<file path="src/rtl/cnn_pkg.sv">
package cnn_pkg;

    // ifmap and weight word width
    localparam int DATA_WIDTH = 16;
    // psum width, double the data word
    localparam int PSUM_WIDTH = 2 * DATA_WIDTH;

    // columns in one pe row
    localparam int NUM_COL = 4;
    // bits needed to index a column
    localparam int COL_IDX_WIDTH = (NUM_COL > 1) ? $clog2(NUM_COL) : 1;

    // tag and column id width
    localparam int TAG_WIDTH = 4;

    // ifmap, filter and psum streams
    localparam int NUM_STREAM = 3;

    typedef logic signed [DATA_WIDTH-1:0] data_t;
    typedef logic signed [PSUM_WIDTH-1:0] psum_t;
    typedef logic [TAG_WIDTH-1:0] tag_t;

    // stream code on the global bus
    // cfg writes a column id, tag selects the column
    typedef enum logic [1:0] {
        STREAM_IFMAP = 2'd0,
        STREAM_FLTR  = 2'd1,
        STREAM_PSUM  = 2'd2,
        STREAM_CFG   = 2'd3
    } stream_t;

endpackage

</file>
<file path="src/rtl/bus_stage.sv">
`timescale 1ns/1ps

module bus_stage import cnn_pkg::*; (
    input  logic                  clk,
    input  logic                  rst_n,
    input  logic                  bus_strobe,
    input  stream_t               bus_stream,
    input  tag_t                  bus_tag,
    input  psum_t                 bus_data,
    output logic [NUM_STREAM-1:0] cast_en,
    output tag_t                  cast_tag,
    output psum_t                 cast_data,
    output logic                  cfg_en,
    output tag_t                  cfg_col,
    output tag_t                  cfg_id
);

    // decoded next-cycle enables
    logic [NUM_STREAM-1:0] en_next;
    logic                  cfg_next;

    // stream code to one-hot enable, or an id write
    always_comb begin
        en_next  = '0;
        cfg_next = 1'b0;
        if (bus_strobe) begin
            case (bus_stream)
                STREAM_IFMAP: en_next[STREAM_IFMAP] = 1'b1;
                STREAM_FLTR:  en_next[STREAM_FLTR]  = 1'b1;
                STREAM_PSUM:  en_next[STREAM_PSUM]  = 1'b1;
                STREAM_CFG:   cfg_next              = 1'b1;
            endcase
        end
    end

    // enables last exactly one cycle per strobed item
    always_ff @(posedge clk or negedge rst_n) begin
        if (!rst_n) begin
            cast_en <= '0;
            cfg_en  <= 1'b0;
        end else begin
            cast_en <= en_next;
            cfg_en  <= cfg_next;
        end
    end

    // payload only moves on a strobe
    always_ff @(posedge clk) begin
        if (bus_strobe) begin
            cast_tag  <= bus_tag;
            cast_data <= bus_data;
            // cfg item: tag picks column, low data bits are the id
            cfg_col   <= bus_tag;
            cfg_id    <= bus_data[TAG_WIDTH-1:0];
        end
    end

endmodule

</file>
<file path="src/rtl/caster.sv">
`timescale 1ns/1ps

module caster import cnn_pkg::*; #(
    parameter type payload_t = data_t
) (
    input  logic                    clk,
    input  logic                    rst_n,
    input  logic                    en,
    input  tag_t                    tag,
    input  payload_t                data,
    input  tag_t [NUM_COL-1:0]      col_id,
    output logic [NUM_COL-1:0]      col_strobe,
    output payload_t                col_data,
    output logic                    hit
);

    // per-column tag match
    logic [NUM_COL-1:0] match;

    // all columns compared in parallel
    always_comb begin
        for (int c = 0; c < NUM_COL; c++) begin
            match[c] = (col_id[c] == tag);
        end
    end

    // strobe every matching column
    // hit tells the bus side the item landed somewhere
    always_ff @(posedge clk or negedge rst_n) begin
        if (!rst_n) begin
            col_strobe <= '0;
            hit        <= 1'b0;
        end else begin
            if (en) begin
                col_strobe <= match;
                hit        <= |match;
            end else begin
                col_strobe <= '0;
                hit        <= 1'b0;
            end
        end
    end

    // shared payload, columns qualify it with their strobe
    // loaded even on a miss, nobody samples it then
    always_ff @(posedge clk) begin
        if (en) begin
            col_data <= data;
        end
    end

endmodule

</file>
<file path="src/rtl/multi_caster.sv">
`timescale 1ns/1ps

module multi_caster import cnn_pkg::*; (
    input  logic                  clk,
    input  logic                  rst_n,
    input  logic [NUM_STREAM-1:0] cast_en,
    input  tag_t                  cast_tag,
    input  psum_t                 cast_data,
    input  logic                  cfg_en,
    input  tag_t                  cfg_col,
    input  tag_t                  cfg_id,
    output logic [NUM_COL-1:0]    ifmap_strobe,
    output logic [NUM_COL-1:0]    fltr_strobe,
    output logic [NUM_COL-1:0]    psum_strobe,
    output data_t                 ifmap_col_data,
    output data_t                 fltr_col_data,
    output psum_t                 psum_col_data,
    output logic [NUM_STREAM-1:0] cast_hit
);

    // column id table, shared by all three casters
    tag_t [NUM_COL-1:0] col_id;

    // ifmap and filter only carry the low word of the bus data
    data_t narrow_data;

    assign narrow_data = data_t'(cast_data[DATA_WIDTH-1:0]);

    // ids default to the column index
    // out-of-range column writes are dropped
    always_ff @(posedge clk or negedge rst_n) begin
        if (!rst_n) begin
            for (int c = 0; c < NUM_COL; c++) begin
                col_id[c] <= tag_t'(c);
            end
        end else if (cfg_en && (int'(cfg_col) < NUM_COL)) begin
            col_id[cfg_col[COL_IDX_WIDTH-1:0]] <= cfg_id;
        end
    end

    // ifmap stream
    caster #(.payload_t(data_t)) ifmap_caster (
        .clk        (clk),
        .rst_n      (rst_n),
        .en         (cast_en[STREAM_IFMAP]),
        .tag        (cast_tag),
        .data       (narrow_data),
        .col_id     (col_id),
        .col_strobe (ifmap_strobe),
        .col_data   (ifmap_col_data),
        .hit        (cast_hit[STREAM_IFMAP])
    );

    // filter weights
    caster #(.payload_t(data_t)) fltr_caster (
        .clk        (clk),
        .rst_n      (rst_n),
        .en         (cast_en[STREAM_FLTR]),
        .tag        (cast_tag),
        .data       (narrow_data),
        .col_id     (col_id),
        .col_strobe (fltr_strobe),
        .col_data   (fltr_col_data),
        .hit        (cast_hit[STREAM_FLTR])
    );

    // psum preload, full width
    caster #(.payload_t(psum_t)) psum_caster (
        .clk        (clk),
        .rst_n      (rst_n),
        .en         (cast_en[STREAM_PSUM]),
        .tag        (cast_tag),
        .data       (cast_data),
        .col_id     (col_id),
        .col_strobe (psum_strobe),
        .col_data   (psum_col_data),
        .hit        (cast_hit[STREAM_PSUM])
    );

endmodule

</file>
<file path="src/rtl/pe.sv">
`timescale 1ns/1ps

module pe import cnn_pkg::*; (
    input  logic  clk,
    input  logic  rst_n,
    input  logic  fltr_strobe,
    input  data_t fltr_data,
    input  logic  psum_strobe,
    input  psum_t psum_data,
    input  logic  ifmap_strobe,
    input  data_t ifmap_data,
    output logic  psum_valid,
    output psum_t psum_out
);

    // stationary weight
    data_t weight;
    // running partial sum
    psum_t acc;

    // mac datapath
    psum_t prod;
    psum_t acc_next;

    // signed 16x16 product, sum wraps at psum width
    always_comb begin
        prod     = psum_t'(weight) * psum_t'(ifmap_data);
        acc_next = acc + prod;
    end

    always_ff @(posedge clk or negedge rst_n) begin
        if (!rst_n) begin
            weight <= '0;
        end else if (fltr_strobe) begin
            weight <= fltr_data;
        end
    end

    // one item per cycle upstream, so strobes never collide
    always_ff @(posedge clk or negedge rst_n) begin
        if (!rst_n) begin
            acc <= '0;
        end else if (psum_strobe) begin
            acc <= psum_data;
        end else if (ifmap_strobe) begin
            acc <= acc_next;
        end
    end

    // valid follows the accumulate by one cycle
    always_ff @(posedge clk or negedge rst_n) begin
        if (!rst_n) begin
            psum_valid <= 1'b0;
        end else begin
            psum_valid <= ifmap_strobe;
        end
    end

    // accumulator already holds the fresh sum while valid is high
    assign psum_out = acc;

endmodule

</file>
<file path="src/rtl/pe_row_top.sv">
`timescale 1ns/1ps

module pe_row_top import cnn_pkg::*; (
    input  logic                  clk,
    input  logic                  rst_n,
    input  logic                  bus_strobe,
    input  stream_t               bus_stream,
    input  tag_t                  bus_tag,
    input  psum_t                 bus_data,
    output logic [NUM_COL-1:0]    psum_valid,
    output psum_t [NUM_COL-1:0]   psum_out,
    output logic [NUM_STREAM-1:0] cast_hit
);

    // bus stage to multicaster
    logic [NUM_STREAM-1:0] cast_en;
    tag_t                  cast_tag;
    psum_t                 cast_data;
    logic                  cfg_en;
    tag_t                  cfg_col;
    tag_t                  cfg_id;

    // multicaster to pe columns
    logic [NUM_COL-1:0] ifmap_strobe;
    logic [NUM_COL-1:0] fltr_strobe;
    logic [NUM_COL-1:0] psum_strobe;
    data_t              ifmap_col_data;
    data_t              fltr_col_data;
    psum_t              psum_col_data;

    bus_stage bus_stage_i (
        .clk        (clk),
        .rst_n      (rst_n),
        .bus_strobe (bus_strobe),
        .bus_stream (bus_stream),
        .bus_tag    (bus_tag),
        .bus_data   (bus_data),
        .cast_en    (cast_en),
        .cast_tag   (cast_tag),
        .cast_data  (cast_data),
        .cfg_en     (cfg_en),
        .cfg_col    (cfg_col),
        .cfg_id     (cfg_id)
    );

    multi_caster multi_caster_i (
        .clk            (clk),
        .rst_n          (rst_n),
        .cast_en        (cast_en),
        .cast_tag       (cast_tag),
        .cast_data      (cast_data),
        .cfg_en         (cfg_en),
        .cfg_col        (cfg_col),
        .cfg_id         (cfg_id),
        .ifmap_strobe   (ifmap_strobe),
        .fltr_strobe    (fltr_strobe),
        .psum_strobe    (psum_strobe),
        .ifmap_col_data (ifmap_col_data),
        .fltr_col_data  (fltr_col_data),
        .psum_col_data  (psum_col_data),
        .cast_hit       (cast_hit)
    );

    // one pe per column, data buses shared, strobes per column
    for (genvar c = 0; c < NUM_COL; c++) begin : g_col
        pe pe_i (
            .clk          (clk),
            .rst_n        (rst_n),
            .fltr_strobe  (fltr_strobe[c]),
            .fltr_data    (fltr_col_data),
            .psum_strobe  (psum_strobe[c]),
            .psum_data    (psum_col_data),
            .ifmap_strobe (ifmap_strobe[c]),
            .ifmap_data   (ifmap_col_data),
            .psum_valid   (psum_valid[c]),
            .psum_out     (psum_out[c])
        );
    end

endmodule

</file>
<file path="config.mk">
export PLATFORM = sky130hd
export DESIGN_NAME = pe_row_top
export DESIGN_NICKNAME = d
export VERILOG_FILES = /design/src/rtl/cnn_pkg.sv /design/src/rtl/bus_stage.sv /design/src/rtl/caster.sv /design/src/rtl/multi_caster.sv /design/src/rtl/pe.sv /design/src/rtl/pe_row_top.sv
export SDC_FILE = /design/constraint.sdc
export NUM_CORES = 2
export LEC_CHECK = 0
export ABC_CLOCK_PERIOD_IN_PS = 14600
export BUFFER_PORTS_ARGS = -buffer_cell sky130_fd_sc_hd__buf_2
export CORE_MARGIN = 5
export CORE_UTILIZATION = 62
export DETAILED_ROUTE_END_ITERATION = 12
export PLACE_DENSITY_LB_ADDON = 0.1
export SYNTH_ARGS = -nofsm -noshare
export SYNTH_HDL_FRONTEND = slang
export SYNTH_SLANG_ARGS = --single-unit
</file>
<file path="constraint.sdc">
create_clock -name clk -period 14.6 [get_ports clk]
set_input_delay 0.73 -clock clk [delete_from_list [all_inputs] [get_ports clk]]
set_output_delay 0.73 -clock clk [all_outputs]
set_load 0.01 [all_outputs]
</file>
* After elaboration in Yosys (flattened, before gate mapping)
Cells that the tools add are included.
** Storage, ports and cells
- Bits of input ports :: 41
- Memories kept :: 0
- Output and inout port bits :: 135
- Latch bits :: 0
- ROM bits :: 0
- RAM bits :: 0
- Flip-flop bits (word level) :: 335
** Cells by class
- $lt $le $gt $ge :: 3
- Equal/unequal tests :: 7
- Bitwise logic cells :: 0
- Multipliers :: 4
- $add $sub $neg :: 4
- Muxes and demuxes :: 23
- Shift-type cells :: 0
- Div/mod/pow operators :: 0
- Reductions and logical operators :: 8
** Operator list (count)
- $mux W32 :: 8
- $add A32 B32 Y32 :: 4
- $mul A16 B16 Y32 :: 4
- $bwmux W16 :: 1
- $eq A4 B4 Y1 :: 4
- $mux W4 :: 4
- $demux W4 S2 :: 1
- $mux W1 :: 8
- $reduce_bool A2 Y1 :: 4
- $eq A2 B2 Y1 const B :: 2
- $lt A4 B3 Y1 const B :: 1
- $reduce_or A4 Y1 :: 1
- $lt A2 B3 Y1 const B :: 1
- $mux W3 :: 1
- $eq A2 B1 Y1 const B :: 1
- $ge A2 B1 Y1 const B :: 1
- $logic_and A1 B1 Y1 :: 2
- $logic_not A2 Y1 :: 1

* Depth between registers and ports, before layout
- Depth after elaboration :: 5
- Gate-level depth with buffers :: 25
- Mapped depth without buffers :: 23

* By module
A second synthesis with hierarchy kept.
** Second synthesis, totals
- Cells, all modules :: 5645
- Area, all modules :: 56294.0 um^2
** By module, submodules not included
- pe at g_col[1].pe_i ... :: area an instance 12856.1 um^2, sequential area each 1226.2 um^2, instances 2, cells an instance 1348
- pe at g_col[0].pe_i :: area an instance 12937.4 um^2, sequential area each 1226.2 um^2, instances 1, cells an instance 1356
- pe at g_col[3].pe_i :: area an instance 12827.3 um^2, sequential area each 1226.2 um^2, instances 1, cells an instance 1349
- caster at multi_caster_i.fltr_caster ... :: area an instance 808.3 um^2, sequential area each 605.6 um^2, instances 2, cells an instance 46
- caster at multi_caster_i.psum_caster :: area an instance 1288.7 um^2, sequential area each 1086.0 um^2, instances 1, cells an instance 62
- bus_stage :: area an instance 1278.7 um^2, sequential area each 1181.1 um^2, instances 1, cells an instance 52
- multi_caster :: area an instance 633.1 um^2, sequential area each 405.4 um^2, instances 1, cells an instance 38

* Least setup slack after synthesis
OpenSTA, ideal clock, no wires.
- Path type :: reg-to-reg
- From :: register multi_caster_i.ifmap_caster.col_data[1] in the netlist's numbering
- To :: register g_col[1].pe_i.acc[30]
- Path buffers :: 2
- Data arrival time :: 6.179 ns
- Cell stages (with the launch flop) :: 24
- Clock period less this slack :: 6.309 ns
- Setup slack :: 8.291 ns
- Required time :: 14.470 ns
- Cell sequence :: edfxtp_1 > clkbuf_1 > clkbuf_1 > nand2_1 > inv_1 > fa_1 > inv_1 > fa_1 > inv_1 > fa_1 > fa_1 > fa_1 > inv_1 > fa_1 > inv_1 > ha_1 > and4_1 > nand3_1 > nor2b_1 > o21a_1 > or4_4 > a31oi_1 > xor2_1 > o21ai_0
** Between the ends
- Longest elaborated chain between the ends :: 4
** Ends and longest elaborated chain
- start, declared :: RTL line caster.sv:13 : output payload_t col_data,
- start signal, assigned :: RTL line caster.sv:48 : col_data <= data;
- $mul A16 B16 Y32 :: RTL line pe.sv:27 : prod = psum_t'(weight) * psum_t'(ifmap_data);
- $add A32 B32 Y32 :: RTL line pe.sv:28 : acc_next = acc + prod;
- $mux W32 :: RTL line pe.sv:45 : end else if (ifmap_strobe) begin
- $mux W32 :: RTL line pe.sv:43 : end else if (psum_strobe) begin
- end signal, assigned :: RTL line pe.sv:44 : acc <= psum_data;
- end signal, assigned :: RTL line pe.sv:46 : acc <= acc_next;
- end, declared :: RTL line pe.sv:19 : psum_t acc;
No other way between the ends. The select of a mux whose other input is x is not followed.
A chain may end at the register's enable or synchronous reset.

* Worst setup path in the final report
- From :: register multi_caster_i.ifmap_caster.col_data[1] in the netlist's numbering
- To :: register g_col[0].pe_i.acc[30]
** Between the ends
- Longest elaborated chain between the ends :: 4
** Ends and longest elaborated chain (RTL line)
- $mul A16 B16 Y32 :: pe.sv:27
- $add A32 B32 Y32 :: pe.sv:28
- $mux W32 :: pe.sv:45
- $mux W32 :: pe.sv:43
- end signal, assigned :: pe.sv:44
- end signal, assigned :: pe.sv:46
- end, declared :: pe.sv:19
No other way between the ends. The select of a mux whose other input is x is not followed.

==> results.yml <==
clocking:
  clk_pin_slew_ns: 0.06
  numCtsBuffers: 43
  cts_num_sinks: 331
  clockBufferDepth: 3
  cts_root_buffer: "clkbuf_16"
  tritoncts: "built"
  cts_hold_buf: 0
  htreeDepth: 2
  cts-resized-gates: 0
  clock_latency_ns: 0.68
  cts_setup_buffers: 0
setup_path:
  cpPeakStageDelay_ns: 0.71
  cp_data_arrival_time_ns: 8.01
  regToRegSetupSlack_ns: 7.10
  startpoint_type: "flip-flop"
  cp-end-kind: "flip-flop"
  cp_slowest_cell: "edfxtp_1"
  endpoint: "g_col[0].pe_i.psum_out[30]"
  critPathMaxFanout: 48
  ff2ff_path_depth: 23
  critPathRequiredTime_ns: 15.11
  path_cells: "buf_4 -> nand2_1 -> inv_1 -> fa_1 -> inv_1 -> fa_1 -> inv_1 -> fa_1 -> fa_1 -> fa_1 -> inv_1 -> fa_1 -> inv_1 -> ha_1 -> nand3_1 -> nor2_1 -> nand3_1 -> o211ai_1 -> a31oi_1 -> o21ai_0 -> a31oi_1 -> xor2_1 -> o21ai_0"
  crit_top_cell: "fa_1"
  rr_endpoint: "g_col[0].pe_i.psum_out[30]"
  worstReg2RegStart: "multi_caster_i.ifmap_caster.col_data[1]"
  crit_type: "reg -> reg"
  crit_path_start: "multi_caster_i.ifmap_caster.col_data[1]"
synth:
  synth_ff_type: "dfrtp_1"
  synth.distinct_cells: 79
  yosys-top-cells-count: "inv_1 (1,351), fa_1 (1,168), nand2_1 (619), and2_1 (507), ha_1 (392)"
  yosysTopAreaCell: "fa_1"
  synth_warnings: 0
  avgSynthCellArea_um2: 9.883
  ys_ff_latch: 331
  synth_edf_count: 100
  synth_top_area_share_pct: 41.79
  synth.most_common_cell: "inv_1"
  synthTopCellsByArea: "fa_1 (42%), dfrtp_1 (10%), inv_1 (9.1%)"
  synthCells: 5661
  syn-num-nets: 7262
  async_flop_share_pct: 69.79
  ys_seq_area_share_pct: 15.71
  syn_area_um2: 55950
floorplan:
  die_w_um: 310.4
  start_util_pct: 62.35
  pin_count: 176
  coreArea_um2: 89740
  dieArea_um2: 96340
  dieHeight_um: 310.4
  rows: 110
timing:
  grt_setup_unrepaired: "false"
  skew_ns: 0.05164
  worstMarginPinSlew_ns: 1.174
  fmax_mhz: 133.3
  finalCritPeriodShare_pct: 51.37
  tns_ns: 0
  slew_headroom_pct: 21.76
  finalSetupViolCount: 0
  hold_violations: 0
  final.min_clock_period_ns: 7.500
  drv_slew: 0
routing:
  routed_wl_um: 147300
  wl_per_cell_um: 21.36
  vias_per_cell: 5.560
  vias: 38360
  dr.pass1.iters: 6
  ant_nets: 0
  drc_errors: 0
  drt-initial-drc-count: 2412
placed_design:
  port_buffers: 175
  routabilityCongestion: 0.9318
  dp_hpwl_um: 114900
grt:
  grt_max_degree: 82
  grt_pass1_vias: 41670
  antenna_found_initial: 7
  grt_pass1_wl_um: 235200
  gr-total-overflow: 0
  grt_usage_pct: 32.16
layout:
  multi_input_area_um2: 41180
  nets: 7277
  num-fill-cells: 7376
  layout.area.seq_um2: 8796
  drive_gt1_share_pct: 6.846
  area_growth_syn_to_layout_pct: 5.808
job:
  cap_violations: 0
outcome:
  outcome: "complete, no violations"
worst_hold_path:
  hold_path_class: "in -> async"
routing by layer:
metal	part of all wire, %	up-vias	track usage [%]
li1	-	16950	-
met1	39	19790	41.46
met2	47	1291	51.14
met3	7.7	323	7.365
met4	6.5	4	17.55
met5	0.014	-	0
critical path: cells and delay by family, from the launching register on:
kind	cells	cell delay [ns]
fa+ha+maj	7	3.34
buf+inv	6	1.33
compound gates	5	1.17
simple gates	4	0.61
flops	1	0.71
xor+xnor	1	0.15
worst min-delay path by stage:
stage,startpoint,end,slack [ns],cells past startpoint
after floorplan,multi_caster_i.ifmap_caster.col_strobe[0],g_col[0].pe_i.psum_valid,0.35,0
after global placement,bus_stage_i.cast_data[23],multi_caster_i.psum_caster.col_data[23],0.40,0
after detailed placement,bus_stage_i.cast_data[20],multi_caster_i.psum_caster.col_data[20],0.40,0
after CTS,rst_n,g_col[2].pe_i.psum_out[12],0.08,1
after global routing,rst_n,g_col[2].pe_i.psum_out[13],0.11,1
final,rst_n,g_col[2].pe_i.psum_out[13],0.05,1
area by class of cell:
cell class              instances  share of cell area, %
diodes                         11                0.04650
clock buffers                  49                  1.890
clock inverters                31                 0.6954
inverters                    1352                  8.573
multi-input cells            3742                  69.56
flip-flops and latches        331                  14.86
well taps                    1176                  2.486
repair buffers                206                  1.890
stage by stage:
step	setup WS, ns	hold slack, ns	cell area (um^2)	utilization, %	cells
6_report	7.100	0.04566	59200	65.97	6898
5_1_grt	6.657	0.1089	59180	65.94	6890
4_1_cts	7.231	0.07616	59170	65.94	6887
3_5_place_dp	7.330	0.4045	57640	64.23	6807
3_3_place_gp	7.447	0.4010	57640	64.23	6807
2_1_floorplan	8.291	0.3519	55950	-	5661
registers in the layout, indices dropped and copies added (netlist names):
register,cells
bus_stage_i.cast_en,3
multi_caster_i.fltr_caster.hit,1
multi_caster_i.fltr_caster.col_data,16
multi_caster_i.ifmap_caster.hit,1
g_col.pe_i.psum_valid,4
bus_stage_i.cfg_en,1
multi_caster_i.fltr_caster.col_strobe,4
multi_caster_i.psum_caster.hit,1
g_col.pe_i.psum_out,128
multi_caster_i.ifmap_caster.col_strobe,4
g_col.pe_i.weight,64
multi_caster_i.psum_caster.col_strobe,4
bus_stage_i.cast_tag,4
multi_caster_i.col_id,16
bus_stage_i.cast_data,29
multi_caster_i.ifmap_caster.col_data,16
bus_stage_i.cfg_id,3
multi_caster_i.psum_caster.col_data,32
cell families after synthesis:
| logic type | after synthesis | share of synthesized area [%] |
|---|---|---|
| multiplexers | 140 | 2.684 |
| flip-flops | 331 | 15.71 |
| XOR/XNOR | 169 | 2.646 |
| AO/OA/AOI/OAI | 477 | 5.401 |
| buffers and inverters | 1588 | 10.70 |
| AND/OR/NAND/NOR | 1396 | 12.30 |
| adder cells (fa/ha/maj) | 1560 | 50.56 |
placed cells by master, fill, tap and decap left out, drive strengths merged, types with 15 or more instances in the layout:
master	count
nand3	24
inv	1361
ha	392
nor2	117
nand2	619
buf	206
clkbuf	49
nor2b	17
nand2b	37
xor2	58
edfxtp	100
a21oi	121
and2	507
a22oi	25
a21o	42
mux2	80
xnor2	111
fa	1168
mux2i	60
nor3	20
o21ai	164
o21a	20
dfrtp	227
o211ai	15
a211oi	16
and3	15
a31oi	15
Power is not shown: default switching activity piles up to over one toggle a cycle in this logic, so the estimate is an artifact.
